===== src/hw/bus_pkg.sv =====
// Bus package with the address, data and timer widths and the APB and I/O response codes
`default_nettype none

package bus_pkg;

   // ----------------------------------------------------------------------
   // Widths
   // ----------------------------------------------------------------------
   localparam int ADDR_W     = 32;             // Byte address
   localparam int DATA_W     = 32;             // One bus word
   localparam int TIME_W     = 2 * DATA_W;     // mtime and mtimecmp span two words
   localparam int WORD_BYTES = DATA_W / 8;     // Bytes per word, used for alignment

   typedef logic [ADDR_W-1:0] addr_t;          // Address on APB and external I/O
   typedef logic [DATA_W-1:0] data_t;          // Read and write data
   typedef logic [TIME_W-1:0] time_t;          // Machine timer values

   // ----------------------------------------------------------------------
   // Response codes
   // ----------------------------------------------------------------------
   // pslverr values seen by the core side
   localparam logic RESP_OKAY  = 1'b0;         // Transfer completed normally
   localparam logic RESP_ERROR = 1'b1;         // Unmapped address or I/O fault

   // io_ack_fault values from the external device
   localparam logic IO_ACK_OK    = 1'b0;       // Device accepted the access
   localparam logic IO_ACK_FAULT = 1'b1;       // Device rejected it

endpackage : bus_pkg

`default_nettype wire


===== src/hw/mmr_map_pkg.sv =====
// Memory map package for the interrupt block with base addresses, offsets and reset values
`default_nettype none

package mmr_map_pkg;

   import bus_pkg::*;

   // ----------------------------------------------------------------------
   // Default address map
   // ----------------------------------------------------------------------
   localparam addr_t INT_IO_BASE = 32'hFFFF_0000;   // Internal register window
   localparam addr_t INT_IO_SPAN = 32'h0000_0018;   // Bytes decoded inside the window

   // Inclusive external I/O range
   localparam addr_t EXT_IO_LO = 32'h8000_0000;
   localparam addr_t EXT_IO_HI = 32'h8000_FFFF;

   // ----------------------------------------------------------------------
   // Register offsets from INT_IO_BASE
   // ----------------------------------------------------------------------
   localparam addr_t MSIP_OFS        = 32'h0000_0000;   // Software interrupt pending
   localparam addr_t MTIMECMP_LO_OFS = 32'h0000_0008;   // Compare value, low word
   localparam addr_t MTIMECMP_HI_OFS = 32'h0000_000C;   // Compare value, high word
   localparam addr_t MTIME_LO_OFS    = 32'h0000_0010;   // Free running timer, low word
   localparam addr_t MTIME_HI_OFS    = 32'h0000_0014;   // Free running timer, high word

   // Compare starts at the top so the timer interrupt stays quiet after reset
   localparam time_t MTIMECMP_RESET = '1;

   // Internal register targets
   typedef enum logic [2:0]
   {
      SEL_NONE,           // Address does not hit a register
      SEL_MSIP,
      SEL_MTIMECMP_LO,
      SEL_MTIMECMP_HI,
      SEL_MTIME_LO,
      SEL_MTIME_HI
   } mmr_sel_e;

endpackage : mmr_map_pkg

`default_nettype wire


===== src/hw/mmr_decoder.sv =====
// APB slave that decodes the map, strobes the timer registers and forwards external I/O
`default_nettype none

module mmr_decoder
#(
   parameter bus_pkg::addr_t INT_IO_BASE = mmr_map_pkg::INT_IO_BASE,
   parameter bus_pkg::addr_t EXT_IO_LO   = mmr_map_pkg::EXT_IO_LO,
   parameter bus_pkg::addr_t EXT_IO_HI   = mmr_map_pkg::EXT_IO_HI
)
(
   input  logic                  clk_in,
   input  logic                  rst,

   // APB slave side
   input  bus_pkg::addr_t        paddr,
   input  logic                  psel,
   input  logic                  penable,
   input  logic                  pwrite,
   input  bus_pkg::data_t        pwdata,
   output bus_pkg::data_t        prdata,
   output logic                  pready,
   output logic                  pslverr,

   // External I/O master side
   output logic                  io_req,
   output bus_pkg::addr_t        io_addr,
   output logic                  io_rd,
   output logic                  io_wr,
   output bus_pkg::data_t        io_wr_data,
   input  logic                  io_ack,
   input  logic                  io_ack_fault,
   input  bus_pkg::data_t        io_ack_data,

   // Register file in the interrupt unit
   input  bus_pkg::time_t        mtime,
   input  bus_pkg::time_t        mtimecmp,
   input  logic                  msip,
   output mmr_map_pkg::mmr_sel_e wr_sel,
   output logic                  wr_en,
   output bus_pkg::data_t        wr_data
);

   import bus_pkg::*;
   import mmr_map_pkg::*;

   logic     apb_setup;       // First cycle of a transfer
   logic     apb_access;      // Access phase, lasts until pready
   addr_t    int_ofs;         // Offset into the internal window
   mmr_sel_e int_sel;         // Register hit by paddr
   logic     int_hit;
   logic     ext_hit;
   logic     unmapped;
   data_t    int_rdata;       // Selected register word
   logic     io_busy;         // External request outstanding
   logic     io_wr_q;         // Direction of the outstanding request
   logic     ext_done;        // Device acknowledge ends the access

   assign apb_setup  = psel & ~penable;
   assign apb_access = psel & penable;

   // ----------------------------------------------------------------------
   // Address classification
   // ----------------------------------------------------------------------
   assign int_ofs = paddr - INT_IO_BASE;      // Wraps high below the base, so no hit

   always_comb
   begin
      case (int_ofs)
         MSIP_OFS:        int_sel = SEL_MSIP;
         MTIMECMP_LO_OFS: int_sel = SEL_MTIMECMP_LO;
         MTIMECMP_HI_OFS: int_sel = SEL_MTIMECMP_HI;
         MTIME_LO_OFS:    int_sel = SEL_MTIME_LO;
         MTIME_HI_OFS:    int_sel = SEL_MTIME_HI;
         default:         int_sel = SEL_NONE;   // Holes and unaligned offsets
      endcase
   end

   assign int_hit  = (int_sel != SEL_NONE);
   assign ext_hit  = (paddr >= EXT_IO_LO) && (paddr <= EXT_IO_HI);
   assign unmapped = ~int_hit & ~ext_hit;

   // Write strobe lands on the edge that closes the access phase
   assign wr_sel  = int_sel;
   assign wr_en   = apb_access & pwrite & int_hit;
   assign wr_data = pwdata;

   // Read mux over the register file
   always_comb
   begin
      case (int_sel)
         SEL_MSIP:        int_rdata = {{(DATA_W-1){1'b0}}, msip};
         SEL_MTIMECMP_LO: int_rdata = mtimecmp[DATA_W-1:0];
         SEL_MTIMECMP_HI: int_rdata = mtimecmp[2*DATA_W-1:DATA_W];
         SEL_MTIME_LO:    int_rdata = mtime[DATA_W-1:0];
         SEL_MTIME_HI:    int_rdata = mtime[2*DATA_W-1:DATA_W];
         default:         int_rdata = '0;
      endcase
   end

   // ----------------------------------------------------------------------
   // External request hold
   // ----------------------------------------------------------------------
   // Armed at the end of setup so io_req is high in the first access cycle
   always_ff @(posedge clk_in)
   begin
      if (rst)
         io_busy <= 1'b0;
      else if (io_busy)
      begin
         if (io_ack)
            io_busy <= 1'b0;                    // Drops the cycle after acknowledge
      end
      else if (apb_setup && ext_hit)
         io_busy <= 1'b1;
   end

   // Request payload, captured once and held until acknowledge
   always_ff @(posedge clk_in)
   begin
      if (!io_busy && apb_setup && ext_hit)
      begin
         io_addr    <= paddr;
         io_wr_q    <= pwrite;
         io_wr_data <= pwdata;
      end
   end

   assign io_req = io_busy;
   assign io_rd  = io_busy & ~io_wr_q;
   assign io_wr  = io_busy &  io_wr_q;

   assign ext_done = apb_access & io_busy & io_ack;

   // ----------------------------------------------------------------------
   // APB response
   // ----------------------------------------------------------------------
   // Internal and unmapped complete with zero wait states
   assign pready = (apb_access & (int_hit | unmapped)) | ext_done;

   always_comb
   begin
      if (ext_done)
         pslverr = (io_ack_fault == IO_ACK_FAULT) ? RESP_ERROR : RESP_OKAY;
      else if (apb_access && unmapped)
         pslverr = RESP_ERROR;
      else
         pslverr = RESP_OKAY;
   end

   always_comb
   begin
      if (int_hit)
         prdata = int_rdata;
      else if (ext_hit)
         prdata = io_ack_data;                  // Valid with pready on acknowledge
      else
         prdata = '0;                           // Unmapped reads return zero
   end

endmodule : mmr_decoder

`default_nettype wire


===== src/hw/interrupt_unit.sv =====
// Machine timer, software interrupt registers and the wait-for-interrupt halt control
`default_nettype none

module interrupt_unit
(
   input  logic                  clk_in,
   input  logic                  rst,

   // Register writes from the decoder
   input  mmr_map_pkg::mmr_sel_e wr_sel,
   input  logic                  wr_en,
   input  bus_pkg::data_t        wr_data,

   input  logic                  ext_irq,     // External interrupt line
   input  logic                  wfi,         // Core asks to sleep

   // Register contents for readback
   output bus_pkg::time_t        mtime,
   output bus_pkg::time_t        mtimecmp,
   output logic                  msip,

   output logic                  timer_irq,
   output logic                  sw_irq,
   output logic                  cpu_halt
);

   import bus_pkg::*;
   import mmr_map_pkg::*;

   logic wake;                                 // Any interrupt pending

   // ----------------------------------------------------------------------
   // mtime
   // ----------------------------------------------------------------------
   // Counts every clock, a write to one half freezes the other half for that cycle
   always_ff @(posedge clk_in)
   begin
      if (rst)
         mtime <= '0;
      else if (wr_en && (wr_sel == SEL_MTIME_LO))
         mtime[DATA_W-1:0] <= wr_data;
      else if (wr_en && (wr_sel == SEL_MTIME_HI))
         mtime[TIME_W-1:DATA_W] <= wr_data;
      else
         mtime <= mtime + 1'b1;
   end

   // ----------------------------------------------------------------------
   // mtimecmp and msip
   // ----------------------------------------------------------------------
   always_ff @(posedge clk_in)
   begin
      if (rst)
         mtimecmp <= MTIMECMP_RESET;
      else if (wr_en)
      begin
         if (wr_sel == SEL_MTIMECMP_LO)
            mtimecmp[DATA_W-1:0] <= wr_data;
         else if (wr_sel == SEL_MTIMECMP_HI)
            mtimecmp[TIME_W-1:DATA_W] <= wr_data;
      end
   end

   always_ff @(posedge clk_in)
   begin
      if (rst)
         msip <= 1'b0;
      else if (wr_en && (wr_sel == SEL_MSIP))
         msip <= wr_data[0];                    // Only bit 0 is implemented
   end

   // Compare straight off the registers so a write shows up at once
   assign timer_irq = (mtime >= mtimecmp);
   assign sw_irq    = msip;

   // ----------------------------------------------------------------------
   // Halt control
   // ----------------------------------------------------------------------
   assign wake = ext_irq | timer_irq | sw_irq;

   // Sleep on wfi, wake on any interrupt, wake wins when both are seen
   always_ff @(posedge clk_in)
   begin
      if (rst)
         cpu_halt <= 1'b0;
      else if (wake)
         cpu_halt <= 1'b0;
      else if (wfi)
         cpu_halt <= 1'b1;
   end

endmodule : interrupt_unit

`default_nettype wire


===== src/hw/riscy_irq_top.sv =====
// Top level of the interrupt and I/O block joining the decoder and the interrupt unit
`default_nettype none

module riscy_irq_top
#(
   parameter bus_pkg::addr_t INT_IO_BASE = mmr_map_pkg::INT_IO_BASE,
   parameter bus_pkg::addr_t EXT_IO_LO   = mmr_map_pkg::EXT_IO_LO,
   parameter bus_pkg::addr_t EXT_IO_HI   = mmr_map_pkg::EXT_IO_HI
)
(
   input  logic           clk_in,
   input  logic           rst,

   // APB slave from the core load and store path
   input  bus_pkg::addr_t paddr,
   input  logic           psel,
   input  logic           penable,
   input  logic           pwrite,
   input  bus_pkg::data_t pwdata,
   output bus_pkg::data_t prdata,
   output logic           pready,
   output logic           pslverr,

   // External I/O bus
   output logic           io_req,
   output bus_pkg::addr_t io_addr,
   output logic           io_rd,
   output logic           io_wr,
   output bus_pkg::data_t io_wr_data,
   input  logic           io_ack,
   input  logic           io_ack_fault,
   input  bus_pkg::data_t io_ack_data,

   // Interrupts and sleep
   input  logic           ext_irq,
   input  logic           wfi,
   output logic           timer_irq,
   output logic           sw_irq,
   output logic           cpu_halt
);

   import bus_pkg::*;
   import mmr_map_pkg::*;

   localparam addr_t INT_IO_LAST = INT_IO_BASE + INT_IO_SPAN - 1;   // Last byte of the window

   mmr_sel_e wr_sel;
   logic     wr_en;
   data_t    wr_data;
   time_t    mtime;
   time_t    mtimecmp;
   logic     msip;

   // ----------------------------------------------------------------------
   // Address map checks at elaboration
   // ----------------------------------------------------------------------
   if ((INT_IO_BASE % WORD_BYTES) != 0)
      $fatal(1, "INT_IO_BASE must be word aligned");
   if ((EXT_IO_LO % WORD_BYTES) != 0)
      $fatal(1, "EXT_IO_LO must be word aligned");
   if ((EXT_IO_HI % WORD_BYTES) != (WORD_BYTES - 1))
      $fatal(1, "EXT_IO_HI must be the last byte of a word");
   if (EXT_IO_HI < EXT_IO_LO)
      $fatal(1, "EXT_IO_HI must not be below EXT_IO_LO");
   if (INT_IO_LAST < INT_IO_BASE)
      $fatal(1, "Internal window wraps past the top of the address space");
   if (!((INT_IO_LAST < EXT_IO_LO) || (INT_IO_BASE > EXT_IO_HI)))
      $fatal(1, "Internal window overlaps the external I/O range");

   mmr_decoder
   #(
      .INT_IO_BASE (INT_IO_BASE),
      .EXT_IO_LO   (EXT_IO_LO),
      .EXT_IO_HI   (EXT_IO_HI)
   )
   i_mmr_decoder
   (
      .clk_in       (clk_in),
      .rst          (rst),
      .paddr        (paddr),
      .psel         (psel),
      .penable      (penable),
      .pwrite       (pwrite),
      .pwdata       (pwdata),
      .prdata       (prdata),
      .pready       (pready),
      .pslverr      (pslverr),
      .io_req       (io_req),
      .io_addr      (io_addr),
      .io_rd        (io_rd),
      .io_wr        (io_wr),
      .io_wr_data   (io_wr_data),
      .io_ack       (io_ack),
      .io_ack_fault (io_ack_fault),
      .io_ack_data  (io_ack_data),
      .mtime        (mtime),
      .mtimecmp     (mtimecmp),
      .msip         (msip),
      .wr_sel       (wr_sel),
      .wr_en        (wr_en),
      .wr_data      (wr_data)
   );

   interrupt_unit i_interrupt_unit
   (
      .clk_in    (clk_in),
      .rst       (rst),
      .wr_sel    (wr_sel),
      .wr_en     (wr_en),
      .wr_data   (wr_data),
      .ext_irq   (ext_irq),
      .wfi       (wfi),
      .mtime     (mtime),
      .mtimecmp  (mtimecmp),
      .msip      (msip),
      .timer_irq (timer_irq),
      .sw_irq    (sw_irq),
      .cpu_halt  (cpu_halt)
   );

endmodule : riscy_irq_top

`default_nettype wire


===== config.mk =====
export PLATFORM = sky130hd
export DESIGN_NAME = riscy_irq_top
export DESIGN_NICKNAME = d
export VERILOG_FILES = /design/src/hw/bus_pkg.sv /design/src/hw/mmr_map_pkg.sv /design/src/hw/mmr_decoder.sv /design/src/hw/interrupt_unit.sv /design/src/hw/riscy_irq_top.sv
export SDC_FILE = /design/constraint.sdc
export NUM_CORES = 1
export LEC_CHECK = 0
export BUFFER_PORTS_ARGS = -buffer_cell sky130_fd_sc_hd__buf_2
export CAP_MARGIN = 10
export CORE_MARGIN = 2
export CORE_UTILIZATION = 40
export DETAILED_ROUTE_END_ITERATION = 12
export SLEW_MARGIN = 20
export SYNTH_ARGS = -nofsm -noshare
export SYNTH_HDL_FRONTEND = slang
export SYNTH_SLANG_ARGS = --single-unit

===== constraint.sdc =====
create_clock -name clk_in -period 7.25 [get_ports clk_in]
set_input_delay 0.3625 -clock clk_in [delete_from_list [all_inputs] [get_ports clk_in]]
set_output_delay 0.3625 -clock clk_in [all_outputs]
set_load 0.05 [all_outputs]

==> flow_metrics.tcl <==
set metrics [dict create \
    outcome "finished clean" \
    dr.pass1.iters 5 \
    dieWidth_um 170.0 \
    drv_slew 0 \
    worst-setup-path-type "reg -> out" \
    area_growth_pct 17.38 \
    dpl-instance-area_um2 12320 \
    path_buf_inv 2 \
    synth_area_um2 11020 \
    min-delay-path-class "in -> reg" \
    io_pins 209 \
    viasPerCell 5.955 \
    synth_top_family_by_area "simple AND/OR/NAND/NOR gates" \
    clk_path_buf_depth 2 \
    synth_seq_cells 196 \
    clock-sinks 196 \
    drive_above_1_share_pct 20.03 \
    crit_slowest_cell "nor4_1" \
    gp_congestion 0.8355 \
    startpoint_type "register" \
    setup_tns_ns 0 \
    cts_resized 0 \
    reg2reg_from "i_interrupt_unit.mtime[3]" \
    crit_fanout 10 \
    drv_cap 0 \
    powerDensity_nw_per_um2 173.5 \
    peakVddDrop_v 0.0001458 \
    multi_input_area_um2 5844 \
    hold_buffers 0 \
    synthFlopType "dfxtp_1" \
    nNetsFinal 1610 \
    rr_endpoint "i_interrupt_unit.mtime[50]" \
    via_count 10680 \
    rows 60 \
    worst_setup_path_end_kind "primary output" \
    grt-ovfl-total 0 \
    grt_usage_pct 24.21 \
    crit_family "simple AND/OR/NAND/NOR gates" \
    post-route-drc-count 0 \
    ant_nets 0 \
    final_design_area_no_fill_um2 12930 \
    core_area_um2 27030 \
    h-tree-depth 4 \
    synth-xor-area-share_pct 0 \
    synth_cell_types 62 \
    cp_data_required_time_ns 6.89 \
    yosysSeqAreaShare_pct 41.52 \
    fin_worst_skew_ns 0.01278 \
    nFillCells 2651 \
    r2r.worst_path.cells 7 \
    clk_latency_ns 0.44 \
    grt_pass1_wl_um 55080 \
    dieArea_um2 28880 \
    fin_crit_sh_pct 51.32 \
    routed_wl_um 35200 \
    regArea_um2 4574 \
    synthAdderAreaFrac_pct 7.382 \
    cp.arrival_ns 3.36 \
    diodes 0 \
    synth-compound-area-share_pct 21.00 \
    min_to "i_mmr_decoder.io_addr[12]" \
    syn_nets 1449 \
    cts_setup_buffers 0 \
    critical-path-max-stage-delay_ns 0.80 \
    rsz0062_at_grt "false" \
    io_buffers 208 \
    postSynth.asyncResetShare_pct 0 \
    dpl.cell_count 1762 \
    power_leakage_nw 5.643 \
    fmax_mhz 268.8 \
    die_y_um 170.0 \
    start_util_pct 40.76 \
    fin_cells 1794 \
    drt_iter0_markers 872 \
    synth.area.mux_share_pct 0.9540 \
    yosysWarnings 0 \
    layout_min_cycle_time_ns 3.721 \
    timing.hold.ws_ns 0.1105 \
    hold_viol 0 \
    rrSetupSlack_ns 3.88 \
    p_total_w 0.002244 \
    dp_hpwl_um 24120 \
    finalSetupViolCount 0 \
    synth-simple-area-share_pct 23.29 \
    cts-root-buf "clkbuf_16" \
    relSlewSlack_pct 27.82 \
    wire_per_inst_um 19.62 \
    cts_tree "built" \
    crit_chain "ha_1, nand4_1, nor4_1, a2111oi_0, buf_4, and4_1, a21oi_1, buf_2" \
    clkTransAtPathRegs_ns 0.08 \
    worstHoldStart "paddr[12]" \
    worst_pin_slew_ns 1.075 \
    grt_pass1_vias 9941 \
    grt_max_degree 84 \
    synth-edff-count 65 \
    postSynthCellCount 1279 \
    antenna_found_initial 0 \
    hold_depth 1 \
    numCtsBuffers 17 \
    avgSynthCellArea_um2 8.614 \
]
[per-layer routing]
| metal | GRT usage, % | wire length (um) | up-vias |
|---|---|---|---|
| met1 | 34.26 | 16280 | 5101 |
| li1 | - | - | 5118 |
| met4 | 4.831 | 344 | 0 |
| met5 | 0 | 0 | - |
| met3 | 3.558 | 2504 | 26 |
| met2 | 39.41 | 16070 | 438 |
[cells in the mapped netlist (all sizes together) (4+ instances only)]
| cell | n | area share [%] |
|---|---|---|
| dfxtp | 131 | 24 |
| nor2 | 127 | 4.3 |
| a21oi | 102 | 4.6 |
| nand2 | 87 | 3.0 |
| inv | 80 | 2.7 |
| nand3 | 78 | 3.5 |
| nor3 | 71 | 3.4 |
| edfxtp | 65 | 18 |
| ha | 65 | 7.4 |
| a22oi | 63 | 4.3 |
| clkbuf | 61 | 2.1 |
| nand4 | 42 | 2.4 |
| a211o | 37 | 2.9 |
| o21ai | 36 | 1.6 |
| nor4 | 30 | 2.4 |
| buf | 22 | 1.0 |
| and3 | 18 | 1.0 |
| a31oi | 17 | 0.97 |
| a211oi | 12 | 0.82 |
| and2 | 12 | 0.68 |
| or3 | 9 | 0.51 |
| a311oi | 8 | 0.64 |
| a31o | 8 | 0.64 |
| and4 | 8 | 0.64 |
| o211ai | 8 | 0.55 |
| o31ai | 8 | 0.55 |
| a21o | 7 | 0.48 |
| mux2i | 6 | 0.55 |
| a32oi | 5 | 0.40 |
| o21a | 5 | 0.34 |
| or4 | 5 | 0.44 |
| a2111oi | 4 | 0.32 |
| mux2 | 4 | 0.41 |
| nand2b | 4 | 0.23 |
| nor3b | 4 | 0.27 |
[placed cells by master, fill, tap and decap left out, types with 17 or more instances in the layout]
cell / n
a31oi_1: 17
ha_1: 65
nand4_1: 41
buf_2: 207
clkbuf_16: 17
a211o_1: 37
nor2_1: 126
nor4_1: 21
o21ai_0: 36
edfxtp_1: 65
nor3_1: 68
dfxtp_1: 131
nand3_1: 76
inv_1: 80
and3_1: 17
a22oi_1: 63
a21oi_1: 102
buf_4: 18
nand2_1: 87
[kinds of logic after synthesis]
group                    after synthesis
multiplexers                          10
flip-flops                           196
AND/OR/NAND/NOR                      502
buffers and inverters                163
AO/OA/AOI/OAI                        343
adder cells (fa/ha/maj)               65
[area by class of cell]
cell class / instances / share of cell area, %
Multi-Input combinational cell: 920 / 45.20
Sequential cell: 196 / 35.37
Timing Repair Buffer: 225 / 9.057
Tap cell: 341 / 3.299
Clock buffer: 17 / 3.290
Inverter: 80 / 2.322
Clock inverter: 15 / 1.461
[flip-flops by register name (all words and copies together) (netlist names)]
signal and cells:
i_mmr_decoder.io_req 1, i_interrupt_unit.mtime 64, i_interrupt_unit.cpu_halt 1, i_mmr_decoder.io_addr 32, i_interrupt_unit.mtimecmp 64, i_interrupt_unit.msip 1, i_mmr_decoder.io_wr_q 1, i_mmr_decoder.io_wr_data 32
[power breakdown]
group / internal [W] / switching, W / total (W)
Combinational: 0.0000294 / 0.0000627 / 0.0000921
Clock: 0.000528 / 0.000489 / 0.00102
Sequential: 0.00113 / 0.00000264 / 0.00114
Total: 0.00169 / 0.000554 / 0.00224
[how the worst max path moves through the flow]
stage	startpoint	end	slack, ns	cells after the start
2_1_floorplan	paddr[24]	i_mmr_decoder.io_addr[0]	4.18	4
4_1_cts	i_interrupt_unit.mtime[46]	timer_irq	3.55	8
6_report	i_interrupt_unit.mtime[46]	timer_irq	3.53	8
3_3_place_gp	paddr[12]	i_interrupt_unit.mtimecmp[61]	3.50	9
5_1_grt	i_interrupt_unit.mtime[46]	timer_irq	3.27	8
3_5_place_dp	paddr[12]	i_interrupt_unit.mtimecmp[53]	3.44	9
[per-stage QoR]
stage | util, % | setup slack [ns]
detailed placement | 45.57 | 3.439
global route | 47.85 | 3.273
global placement | 45.57 | 3.498
CTS | 47.85 | 3.548
finish | 47.85 | 3.529
floorplan | - | 4.177
No activity file was read; power rests on OpenSTA's default activity.
